--- src/source/lsu_pkg.sv ---
package lsu_pkg;

    localparam int NUM_LANES = 4;
    localparam int WORD_W = 32;
    localparam int WID_W = 2;
    localparam int RD_W = 5;
    localparam int ALIGN_W = 2;
    localparam int LANE_W = $clog2(NUM_LANES);

    typedef enum logic [2:0] {
        LSU_LB  = 3'd0,
        LSU_LH  = 3'd1,
        LSU_LW  = 3'd2,
        LSU_LBU = 3'd3,
        LSU_LHU = 3'd4,
        LSU_SB  = 3'd5,
        LSU_SH  = 3'd6,
        LSU_SW  = 3'd7
    } lsu_op_e;

    typedef enum logic [1:0] {
        SCHED_IDLE   = 2'd0,
        SCHED_SETUP  = 2'd1,
        SCHED_ACCESS = 2'd2,
        SCHED_DONE   = 2'd3
    } sched_state_e;

    typedef logic [NUM_LANES-1:0][WORD_W-1:0]  lane_word_t;
    typedef logic [NUM_LANES-1:0][3:0]         lane_strb_t;
    typedef logic [NUM_LANES-1:0][ALIGN_W-1:0] lane_align_t;
    typedef logic [NUM_LANES-1:0]              lane_mask_t;

    function automatic logic op_is_store(lsu_op_e op);
        return (op == LSU_SB) || (op == LSU_SH) || (op == LSU_SW);
    endfunction

    // 0 byte, 1 halfword, 2 word
    function automatic logic [1:0] op_size(lsu_op_e op);
        logic [1:0] size;
        case (op)
            LSU_LB, LSU_LBU, LSU_SB: size = 2'd0;
            LSU_LH, LSU_LHU, LSU_SH: size = 2'd1;
            default:                 size = 2'd2;
        endcase
        return size;
    endfunction

endpackage

--- src/source/lsu_addr_gen.sv ---
`timescale 1ns/100ps

module lsu_addr_gen
    import lsu_pkg::*;
(
    input  lsu_op_e           req_op,
    input  lane_mask_t        req_tmask,
    input  lane_word_t        req_base_addr,
    input  logic [WORD_W-1:0] req_offset,
    input  lane_word_t        req_store_data,
    output lane_word_t        lane_addr,
    output lane_align_t       lane_align,
    output lane_strb_t        lane_strb,
    output lane_word_t        lane_wdata,
    output lane_mask_t        issue_mask,
    output logic              is_dup
);

    lane_word_t full_addr;
    lane_mask_t base_match;
    logic       is_store;

    assign is_store = op_is_store(req_op);

    // inactive lanes never break a duplicate
    always_comb begin
        for (int i = 0; i < NUM_LANES; i++) begin
            base_match[i] = (req_base_addr[i] == req_base_addr[0]) || !req_tmask[i];
        end
    end

    assign is_dup = req_tmask[0] && (&base_match);

    for (genvar i = 0; i < NUM_LANES; i++) begin : g_lane
        assign full_addr[i]  = req_base_addr[i] + req_offset;
        assign lane_addr[i]  = {full_addr[i][WORD_W-1:ALIGN_W], {ALIGN_W{1'b0}}};
        assign lane_align[i] = full_addr[i][ALIGN_W-1:0];
        assign issue_mask[i] = req_tmask[i] && (!is_dup || (i == 0));
    end

    always_comb begin
        for (int i = 0; i < NUM_LANES; i++) begin
            lane_wdata[i] = req_store_data[i] << {lane_align[i], 3'b000};
            if (!is_store) begin
                lane_strb[i] = 4'hf;
            end else begin
                case (op_size(req_op))
                    2'd0: begin
                        lane_strb[i] = 4'b0001 << lane_align[i];
                    end
                    2'd1: begin
                        // halfword lands in the low or high half
                        lane_strb[i] = lane_align[i][1] ? 4'b1100 : 4'b0011;
                    end
                    default: begin
                        lane_strb[i] = 4'hf;
                    end
                endcase
            end
        end
    end

endmodule

--- src/source/lsu_lane_sched.sv ---
`timescale 1ns/100ps

module lsu_lane_sched
    import lsu_pkg::*;
(
    input  logic              clk,
    input  logic              reset,
    input  logic              req_valid,
    input  lsu_op_e           req_op,
    input  logic [WID_W-1:0]  req_wid,
    input  logic [WORD_W-1:0] req_pc,
    input  logic [RD_W-1:0]   req_rd,
    input  lane_mask_t        req_tmask,
    input  lane_word_t        lane_addr,
    input  lane_align_t       lane_align,
    input  lane_strb_t        lane_strb,
    input  lane_word_t        lane_wdata,
    input  lane_mask_t        issue_mask,
    input  logic              is_dup,
    input  logic [WORD_W-1:0] prdata,
    input  logic              pready,
    input  logic              rsp_ready,
    output logic              req_ready,
    output logic              psel,
    output logic              penable,
    output logic              pwrite,
    output logic [WORD_W-1:0] paddr,
    output logic [WORD_W-1:0] pwdata,
    output logic [3:0]        pstrb,
    output logic              rsp_valid,
    output lsu_op_e           rsp_op,
    output logic [WID_W-1:0]  rsp_wid,
    output logic [WORD_W-1:0] rsp_pc,
    output logic [RD_W-1:0]   rsp_rd,
    output lane_mask_t        rsp_tmask,
    output lane_align_t       rsp_align,
    output logic              rsp_is_dup,
    output lane_word_t        rsp_rdata
);

    sched_state_e      state;
    lane_mask_t        pending;
    lane_mask_t        pending_next;
    logic [LANE_W-1:0] cur_lane;
    lane_word_t        lat_addr;
    lane_word_t        lat_wdata;
    lane_strb_t        lat_strb;

    // lowest pending lane wins
    always_comb begin
        cur_lane = '0;
        for (int i = NUM_LANES - 1; i >= 0; i--) begin
            if (pending[i]) begin
                cur_lane = LANE_W'(i);
            end
        end
    end

    assign pending_next = pending & ~(lane_mask_t'(1) << cur_lane);

    always_ff @(posedge clk) begin
        if (reset) begin
            state   <= SCHED_IDLE;
            pending <= '0;
        end else begin
            case (state)
                SCHED_IDLE: begin
                    if (req_valid) begin
                        pending <= issue_mask;
                        if (issue_mask != '0) begin
                            state <= SCHED_SETUP;
                        end else if (!op_is_store(req_op)) begin
                            state <= SCHED_DONE;
                        end
                    end
                end
                SCHED_SETUP: begin
                    state <= SCHED_ACCESS;
                end
                SCHED_ACCESS: begin
                    if (pready) begin
                        pending <= pending_next;
                        if (pending_next != '0) begin
                            state <= SCHED_SETUP;
                        end else if (pwrite) begin
                            state <= SCHED_IDLE;
                        end else begin
                            state <= SCHED_DONE;
                        end
                    end
                end
                default: begin
                    if (rsp_ready) begin
                        state <= SCHED_IDLE;
                    end
                end
            endcase
        end
    end

    always_ff @(posedge clk) begin
        if (req_valid && req_ready) begin
            rsp_op     <= req_op;
            rsp_wid    <= req_wid;
            rsp_pc     <= req_pc;
            rsp_rd     <= req_rd;
            rsp_tmask  <= req_tmask;
            rsp_align  <= lane_align;
            rsp_is_dup <= is_dup;
            lat_addr   <= lane_addr;
            lat_wdata  <= lane_wdata;
            lat_strb   <= lane_strb;
        end
        if ((state == SCHED_ACCESS) && pready && !pwrite) begin
            rsp_rdata[cur_lane] <= prdata;
        end
    end

    assign req_ready = (state == SCHED_IDLE);
    assign rsp_valid = (state == SCHED_DONE);

    assign psel    = (state == SCHED_SETUP) || (state == SCHED_ACCESS);
    assign penable = (state == SCHED_ACCESS);
    assign pwrite  = op_is_store(rsp_op);
    assign paddr   = lat_addr[cur_lane];
    assign pwdata  = lat_wdata[cur_lane];
    assign pstrb   = lat_strb[cur_lane];

endmodule

--- src/source/lsu_load_format.sv ---
`timescale 1ns/100ps

module lsu_load_format
    import lsu_pkg::*;
(
    input  lsu_op_e     rsp_op,
    input  lane_align_t rsp_align,
    input  logic        rsp_is_dup,
    input  lane_word_t  rsp_rdata,
    output lane_word_t  ld_data
);

    for (genvar i = 0; i < NUM_LANES; i++) begin : g_lane
        logic [WORD_W-1:0] word;
        logic [15:0]       half;
        logic [7:0]        byte_val;
        logic [WORD_W-1:0] ext;

        // duplicate requests only fetched lane 0
        assign word     = rsp_is_dup ? rsp_rdata[0] : rsp_rdata[i];
        assign half     = rsp_align[i][1] ? word[31:16] : word[15:0];
        assign byte_val = rsp_align[i][0] ? half[15:8] : half[7:0];

        always_comb begin
            case (rsp_op)
                LSU_LB: begin
                    ext = {{(WORD_W-8){byte_val[7]}}, byte_val};
                end
                LSU_LH: begin
                    ext = {{(WORD_W-16){half[15]}}, half};
                end
                LSU_LBU: begin
                    ext = {{(WORD_W-8){1'b0}}, byte_val};
                end
                LSU_LHU: begin
                    ext = {{(WORD_W-16){1'b0}}, half};
                end
                default: begin
                    ext = word;
                end
            endcase
        end

        assign ld_data[i] = ext;
    end

endmodule

--- src/source/lsu_commit_buf.sv ---
`timescale 1ns/100ps

module lsu_commit_buf
    import lsu_pkg::*;
(
    input  logic              clk,
    input  logic              reset,
    input  logic              in_valid,
    input  logic [WID_W-1:0]  in_wid,
    input  logic [WORD_W-1:0] in_pc,
    input  logic [RD_W-1:0]   in_rd,
    input  lane_mask_t        in_tmask,
    input  lane_word_t        in_data,
    output logic              in_ready,
    output logic              out_valid,
    output logic [WID_W-1:0]  out_wid,
    output logic [WORD_W-1:0] out_pc,
    output logic [RD_W-1:0]   out_rd,
    output lane_mask_t        out_tmask,
    output lane_word_t        out_data,
    input  logic              out_ready
);

    logic [WID_W-1:0]  skid_wid;
    logic [WORD_W-1:0] skid_pc;
    logic [RD_W-1:0]   skid_rd;
    lane_mask_t        skid_tmask;
    lane_word_t        skid_data;
    logic              out_load;

    // main register free or draining this cycle
    assign out_load = out_ready || !out_valid;

    // in_ready low means the side register holds an entry
    always_ff @(posedge clk) begin
        if (reset) begin
            out_valid <= 1'b0;
            in_ready  <= 1'b1;
        end else if (out_load) begin
            out_valid <= !in_ready || in_valid;
            in_ready  <= 1'b1;
        end else if (in_valid && in_ready) begin
            in_ready <= 1'b0;
        end
    end

    always_ff @(posedge clk) begin
        if (out_load) begin
            out_wid   <= in_ready ? in_wid : skid_wid;
            out_pc    <= in_ready ? in_pc : skid_pc;
            out_rd    <= in_ready ? in_rd : skid_rd;
            out_tmask <= in_ready ? in_tmask : skid_tmask;
            out_data  <= in_ready ? in_data : skid_data;
        end else if (in_valid && in_ready) begin
            skid_wid   <= in_wid;
            skid_pc    <= in_pc;
            skid_rd    <= in_rd;
            skid_tmask <= in_tmask;
            skid_data  <= in_data;
        end
    end

endmodule

--- src/source/lsu_unit.sv ---
`timescale 1ns/100ps

module lsu_unit
    import lsu_pkg::*;
(
    input  logic              clk,
    input  logic              reset,
    input  logic              req_valid,
    input  lsu_op_e           req_op,
    input  logic [WID_W-1:0]  req_wid,
    input  logic [WORD_W-1:0] req_pc,
    input  logic [RD_W-1:0]   req_rd,
    input  lane_mask_t        req_tmask,
    input  lane_word_t        req_base_addr,
    input  logic [WORD_W-1:0] req_offset,
    input  lane_word_t        req_store_data,
    output logic              req_ready,
    output logic              psel,
    output logic              penable,
    output logic              pwrite,
    output logic [WORD_W-1:0] paddr,
    output logic [WORD_W-1:0] pwdata,
    output logic [3:0]        pstrb,
    input  logic [WORD_W-1:0] prdata,
    input  logic              pready,
    output logic              st_commit_valid,
    output logic [WID_W-1:0]  st_commit_wid,
    output logic [WORD_W-1:0] st_commit_pc,
    output lane_mask_t        st_commit_tmask,
    output logic              ld_commit_valid,
    output logic [WID_W-1:0]  ld_commit_wid,
    output logic [WORD_W-1:0] ld_commit_pc,
    output logic [RD_W-1:0]   ld_commit_rd,
    output lane_mask_t        ld_commit_tmask,
    output lane_word_t        ld_commit_data,
    input  logic              ld_commit_ready
);

    lane_word_t        lane_addr;
    lane_align_t       lane_align;
    lane_strb_t        lane_strb;
    lane_word_t        lane_wdata;
    lane_mask_t        issue_mask;
    logic              is_dup;
    logic              rsp_valid;
    logic              rsp_ready;
    lsu_op_e           rsp_op;
    logic [WID_W-1:0]  rsp_wid;
    logic [WORD_W-1:0] rsp_pc;
    logic [RD_W-1:0]   rsp_rd;
    lane_mask_t        rsp_tmask;
    lane_align_t       rsp_align;
    logic              rsp_is_dup;
    lane_word_t        rsp_rdata;
    lane_word_t        ld_data;

    lsu_addr_gen addr_gen_inst (
        .req_op         (req_op),
        .req_tmask      (req_tmask),
        .req_base_addr  (req_base_addr),
        .req_offset     (req_offset),
        .req_store_data (req_store_data),
        .lane_addr      (lane_addr),
        .lane_align     (lane_align),
        .lane_strb      (lane_strb),
        .lane_wdata     (lane_wdata),
        .issue_mask     (issue_mask),
        .is_dup         (is_dup)
    );

    lsu_lane_sched lane_sched_inst (
        .clk        (clk),
        .reset      (reset),
        .req_valid  (req_valid),
        .req_op     (req_op),
        .req_wid    (req_wid),
        .req_pc     (req_pc),
        .req_rd     (req_rd),
        .req_tmask  (req_tmask),
        .lane_addr  (lane_addr),
        .lane_align (lane_align),
        .lane_strb  (lane_strb),
        .lane_wdata (lane_wdata),
        .issue_mask (issue_mask),
        .is_dup     (is_dup),
        .prdata     (prdata),
        .pready     (pready),
        .rsp_ready  (rsp_ready),
        .req_ready  (req_ready),
        .psel       (psel),
        .penable    (penable),
        .pwrite     (pwrite),
        .paddr      (paddr),
        .pwdata     (pwdata),
        .pstrb      (pstrb),
        .rsp_valid  (rsp_valid),
        .rsp_op     (rsp_op),
        .rsp_wid    (rsp_wid),
        .rsp_pc     (rsp_pc),
        .rsp_rd     (rsp_rd),
        .rsp_tmask  (rsp_tmask),
        .rsp_align  (rsp_align),
        .rsp_is_dup (rsp_is_dup),
        .rsp_rdata  (rsp_rdata)
    );

    lsu_load_format load_format_inst (
        .rsp_op     (rsp_op),
        .rsp_align  (rsp_align),
        .rsp_is_dup (rsp_is_dup),
        .rsp_rdata  (rsp_rdata),
        .ld_data    (ld_data)
    );

    lsu_commit_buf commit_buf_inst (
        .clk       (clk),
        .reset     (reset),
        .in_valid  (rsp_valid),
        .in_wid    (rsp_wid),
        .in_pc     (rsp_pc),
        .in_rd     (rsp_rd),
        .in_tmask  (rsp_tmask),
        .in_data   (ld_data),
        .in_ready  (rsp_ready),
        .out_valid (ld_commit_valid),
        .out_wid   (ld_commit_wid),
        .out_pc    (ld_commit_pc),
        .out_rd    (ld_commit_rd),
        .out_tmask (ld_commit_tmask),
        .out_data  (ld_commit_data),
        .out_ready (ld_commit_ready)
    );

    // stores retire at acceptance
    assign st_commit_valid = req_valid && req_ready && op_is_store(req_op);
    assign st_commit_wid   = req_wid;
    assign st_commit_pc    = req_pc;
    assign st_commit_tmask = req_tmask;

endmodule

--- config.mk ---
export PLATFORM = sky130hd
export DESIGN_NAME = lsu_unit
export DESIGN_NICKNAME = d
export VERILOG_FILES = /design/src/source/lsu_pkg.sv /design/src/source/lsu_addr_gen.sv /design/src/source/lsu_lane_sched.sv /design/src/source/lsu_load_format.sv /design/src/source/lsu_commit_buf.sv /design/src/source/lsu_unit.sv
export SDC_FILE = /design/constraint.sdc
export NUM_CORES = 1
export LEC_CHECK = 0
export BUFFER_PORTS_ARGS = -buffer_cell sky130_fd_sc_hd__clkbuf_2
export CAP_MARGIN = 20
export CORE_ASPECT_RATIO = 2
export CORE_MARGIN = 2
export CORE_UTILIZATION = 57
export DETAILED_ROUTE_END_ITERATION = 6
export PLACE_DENSITY_LB_ADDON = 0.3
export SLEW_MARGIN = 30
export SYNTH_ARGS = -nofsm -noshare
export SYNTH_HDL_FRONTEND = slang
export SYNTH_SLANG_ARGS = --single-unit
--- constraint.sdc ---
create_clock -name clk -period 23.2 [get_ports clk]
set_clock_uncertainty 0.05 [all_clocks]
set_input_delay 2.32 -clock clk [delete_from_list [all_inputs] [get_ports clk]]
set_output_delay 2.32 -clock clk [all_outputs]
set_load 0.02 [all_outputs]
==> impl_metrics.toml <==
[layout]
post_route_cells_drive_above_1_share_pct = 26.0
multi_input_area_um2 = 15300
fin_util_pct = 66.6
syn_to_final_growth_pct = 15.7
finalNetCount = 4274
final_design_area_excluding_fillers_um2 = 46400
layout.area.seq_um2 = 23900
nFillCells = 5265

[logic_synthesis]
combinational_family_with_the_most_area_after_synthesis = "compound AO/OA/AOI/OAI gates"
synthArstFlopShare_pct = 0
number_of_synthesis_warnings = 0
synth_area_in_simple_gates_pct = 8.81
syn_area_per_cell_um2 = 12.5
sequential_cell_area_fraction_in_the_yosys_report_pct = 59.4
yosys_most_used_dff = "sky130_fd_sc_hd__edfxtp_1"
synthAdderAreaFrac_pct = 4.21
synth.mux.area_fraction_pct = 8.20
post_synth_instance_area_um2 = 40200
synthCells = 3201
synth_enable_flop_cells = 789
netlist-cell-type-count = 77
synthesis_stage_register_bit_count = 797
synth_compound_area_share_pct = 12.2
post_synth_xor_area_fraction_pct = 4.49

[grt]
initial_antenna_violation_count = 20
first_global_vias = 29500
globalRouteOverflowTotal = 0
global_route_wire_length_before_repair_mm = 193
grt.total_usage_pct = 37.5
met1_usage_pct = 40.2
gr-usage-met3_pct = 7.70
grt_most_used_layer = "met2"
met2_usage_pct = 63.9
grt_start_max_net_pins = 103

[power]
power_per_cell_area_nw_per_um2 = 107
vdd_ir_drop_max_mv = 0.149
p_leak_uw = 0.0186

[cts]
clk_latency_ps = 660
htree_levels = 3
post-cts-setup-buffer-count = 0
cts_hold_buf = 0
root_buffer = "sky130_fd_sc_hd__clkbuf_16"
cts_tree = "yes"
clk_transition_reported_paths_ps = 60
cts.sink_count = 797
clockBufferDepth = 3
post_cts_resize_count = 0
cts_buffers = 70

[sta]
post-route-min-period_ps = 5680
timing_worst_slew_pin_value_ps = 1110
unrepaired_setup_endpoints_after_global_routing = "false"
totalNegativeSetupSlack_ps = 0
slew_headroom_pct = 25.4
final_max_slew_viol_count = 0
timing.final.setup_violations = 0
final_min_period_over_clock_period_pct = 24.5
fin_hold_ws_ps = 395
final-hold-violation-count = 0
top_achievable_clock_speed_mhz = 176
finalWorstSetupSlack_ps = 17520

[place]
globalplace.congestion = 1.03
number_of_buffer_cells_added_on_primary_ports = 651
placedInstanceArea_um2 = 44000
detailedPlace.worstSlack_ps = 17250
hpwl_mm = 106

[floorplanning]
fp.dieW_um = 192
dieArea_um2 = 72700
die_height_um = 379
floorplan.io_pins = 654
rows = 137
core_area_um2 = 69800
start_util_pct = 57.6

[worst_setup_path]
critical_path_peak_fanout = 6
timing_worst_setup_path_type = "in2out"
worst_setup_path_start_kind = "primary input"
timing.critical_path.to_type = "output port"
cp_data_required_time_ps = 20830
worst_ep_arrival_time_ps = 3310
reg2reg_setup_slack_ps = 19360

[worst_hold_path]
timing.hold.worst.class = "reg2reg"

[run]
drv.max_cap_violation_count = 0

[drt]
initialDrtViolationCount = 3236
drt_first_pass_iters = 7
vias = 30200
wire_length_per_cell_after_detailed_routing_um = 29.2
ant_nets = 0
route.detailed.drc = 0
vias_per_cell = 6.37
wirelength_mm = 138

[run_status]
outcome = "completed"
[flip-flops by register name (all words and copies together), names as in the netlist, 3 cells and up]
name                        cells
lane_sched_inst.lat_strb       16
lane_sched_inst.rsp_op          3
commit_buf_inst.skid_pc        32
commit_buf_inst.skid_data     128
commit_buf_inst.out_pc         32
commit_buf_inst.skid_rd         5
commit_buf_inst.skid_tmask      4
lane_sched_inst.rsp_align       8
lane_sched_inst.lat_wdata     128
commit_buf_inst.out_tmask       4
lane_sched_inst.rsp_rdata     128
lane_sched_inst.rsp_pc         32
commit_buf_inst.out_data      128
commit_buf_inst.out_rd          5
lane_sched_inst.pending         4
lane_sched_inst.rsp_tmask       4
lane_sched_inst.rsp_rd          5
lane_sched_inst.lat_addr      120
[worst max-delay path, cell delays in order]
cell                       delay [ps]
sky130_fd_sc_hd__clkbuf_2         170
sky130_fd_sc_hd__o21ai_0          560
sky130_fd_sc_hd__nor2_1            80
sky130_fd_sc_hd__clkbuf_2         180
[cell usage in the layout, fill, tap and decap left out, types with 9 or more instances in the layout]
| cell type | instances |
|---|---|
| sky130_fd_sc_hd__a21o_1 | 52 |
| sky130_fd_sc_hd__clkinv_2 | 16 |
| sky130_fd_sc_hd__nor3_1 | 16 |
| sky130_fd_sc_hd__inv_1 | 56 |
| sky130_fd_sc_hd__edfxtp_1 | 789 |
| sky130_fd_sc_hd__and2_1 | 45 |
| sky130_fd_sc_hd__and3_1 | 9 |
| sky130_fd_sc_hd__o21ai_1 | 13 |
| sky130_fd_sc_hd__clkbuf_1 | 10 |
| sky130_fd_sc_hd__nor2b_1 | 50 |
| sky130_fd_sc_hd__nand3_1 | 41 |
| sky130_fd_sc_hd__xnor2_1 | 73 |
| sky130_fd_sc_hd__clkbuf_16 | 70 |
| sky130_fd_sc_hd__nand4_1 | 13 |
| sky130_fd_sc_hd__o221ai_1 | 19 |
| sky130_fd_sc_hd__mux2i_1 | 132 |
| sky130_fd_sc_hd__ha_1 | 124 |
| sky130_fd_sc_hd__a22oi_1 | 21 |
| sky130_fd_sc_hd__o21ai_0 | 184 |
| sky130_fd_sc_hd__a222oi_1 | 67 |
| sky130_fd_sc_hd__a211oi_1 | 45 |
| sky130_fd_sc_hd__mux2_2 | 160 |
| sky130_fd_sc_hd__clkbuf_2 | 651 |
| sky130_fd_sc_hd__nor4_1 | 29 |
| sky130_fd_sc_hd__a21oi_1 | 190 |
| sky130_fd_sc_hd__buf_4 | 32 |
| sky130_fd_sc_hd__a31oi_1 | 41 |
| sky130_fd_sc_hd__o21a_1 | 19 |
| sky130_fd_sc_hd__o21bai_1 | 18 |
| sky130_fd_sc_hd__xor2_1 | 133 |
| sky130_fd_sc_hd__nand2b_1 | 25 |
| sky130_fd_sc_hd__nor2_1 | 188 |
| sky130_fd_sc_hd__diode_2 | 15 |
| sky130_fd_sc_hd__nand2_1 | 319 |
[Yosys cell counts, drive strengths merged (57+ instances only)]
| cell | instances | share of area (%) |
|---|---|---|
| clkbuf | 125 | 1.2 |
| mux2i | 133 | 3.3 |
| o21ai | 198 | 2.5 |
| nor2b | 57 | 0.89 |
| xnor2 | 73 | 1.6 |
| inv | 57 | 0.53 |
| nand2 | 319 | 3.0 |
| ha | 128 | 4.0 |
| a222oi | 67 | 1.7 |
| buf | 63 | 0.99 |
| edfxtp | 789 | 59 |
| a21oi | 193 | 2.4 |
| nor2 | 189 | 1.8 |
| mux2 | 160 | 4.5 |
| xor2 | 133 | 2.9 |
[power by group]
group,internal (uW),leakage (uW),switching [uW]
combinational,505,0.00982,1150
clock,657,0.00113,558
sequential,1970,0.00769,121
total,3130,0.0186,1830
[path summary, 6_finish.rpt]
path,start,end,cells after the start
setup / recovery,req_op[0],st_commit_valid,4
hold / removal,lane_sched_inst.rsp_rd[1],commit_buf_inst.skid_rd[1],0
hold reg to reg,lane_sched_inst.rsp_rd[1],commit_buf_inst.skid_rd[1],0
setup reg to reg,lane_sched_inst.rsp_is_dup,commit_buf_inst.out_data[40],9
[layout make-up]
cell class | instances | area share, %
tap | 903 | 2.43
timing repair buffer | 685 | 7.62
inverter | 57 | 0.477
clock buffer | 80 | 3.85
antenna | 15 | 0.0808
clock inverter | 47 | 1.18
sequential | 797 | 51.4
multi-input combinational | 2160 | 33.0
[layer usage]
layer | part of all wire [%] | wire (um)
met5 | 0.053 | 74
met2 | 49 | 68500
met4 | 9.4 | 13000
met3 | 9.1 | 12600
met1 | 32 | 44300
[stage by stage]
stage	total power [uW]	instances
after floorplan	3110	3202
after global placement	3710	4601
after detailed placement	3740	4602
after CTS	4950	4729
after global routing	5130	4738
final	4960	4744
[kinds of logic (layout without fill, tap and decap cells)]
logic type / after synthesis / in the layout
other: 1 / 17
AND/OR/NAND/NOR: 772 / 772
AO/OA/AOI/OAI: 747 / 747
adder cells (fa/ha/maj): 133 / 133
flip-flops: 797 / 797
buffers and inverters: 245 / 869
XOR/XNOR: 206 / 206
multiplexers: 300 / 300
Power figures use the tool's default switching activity.
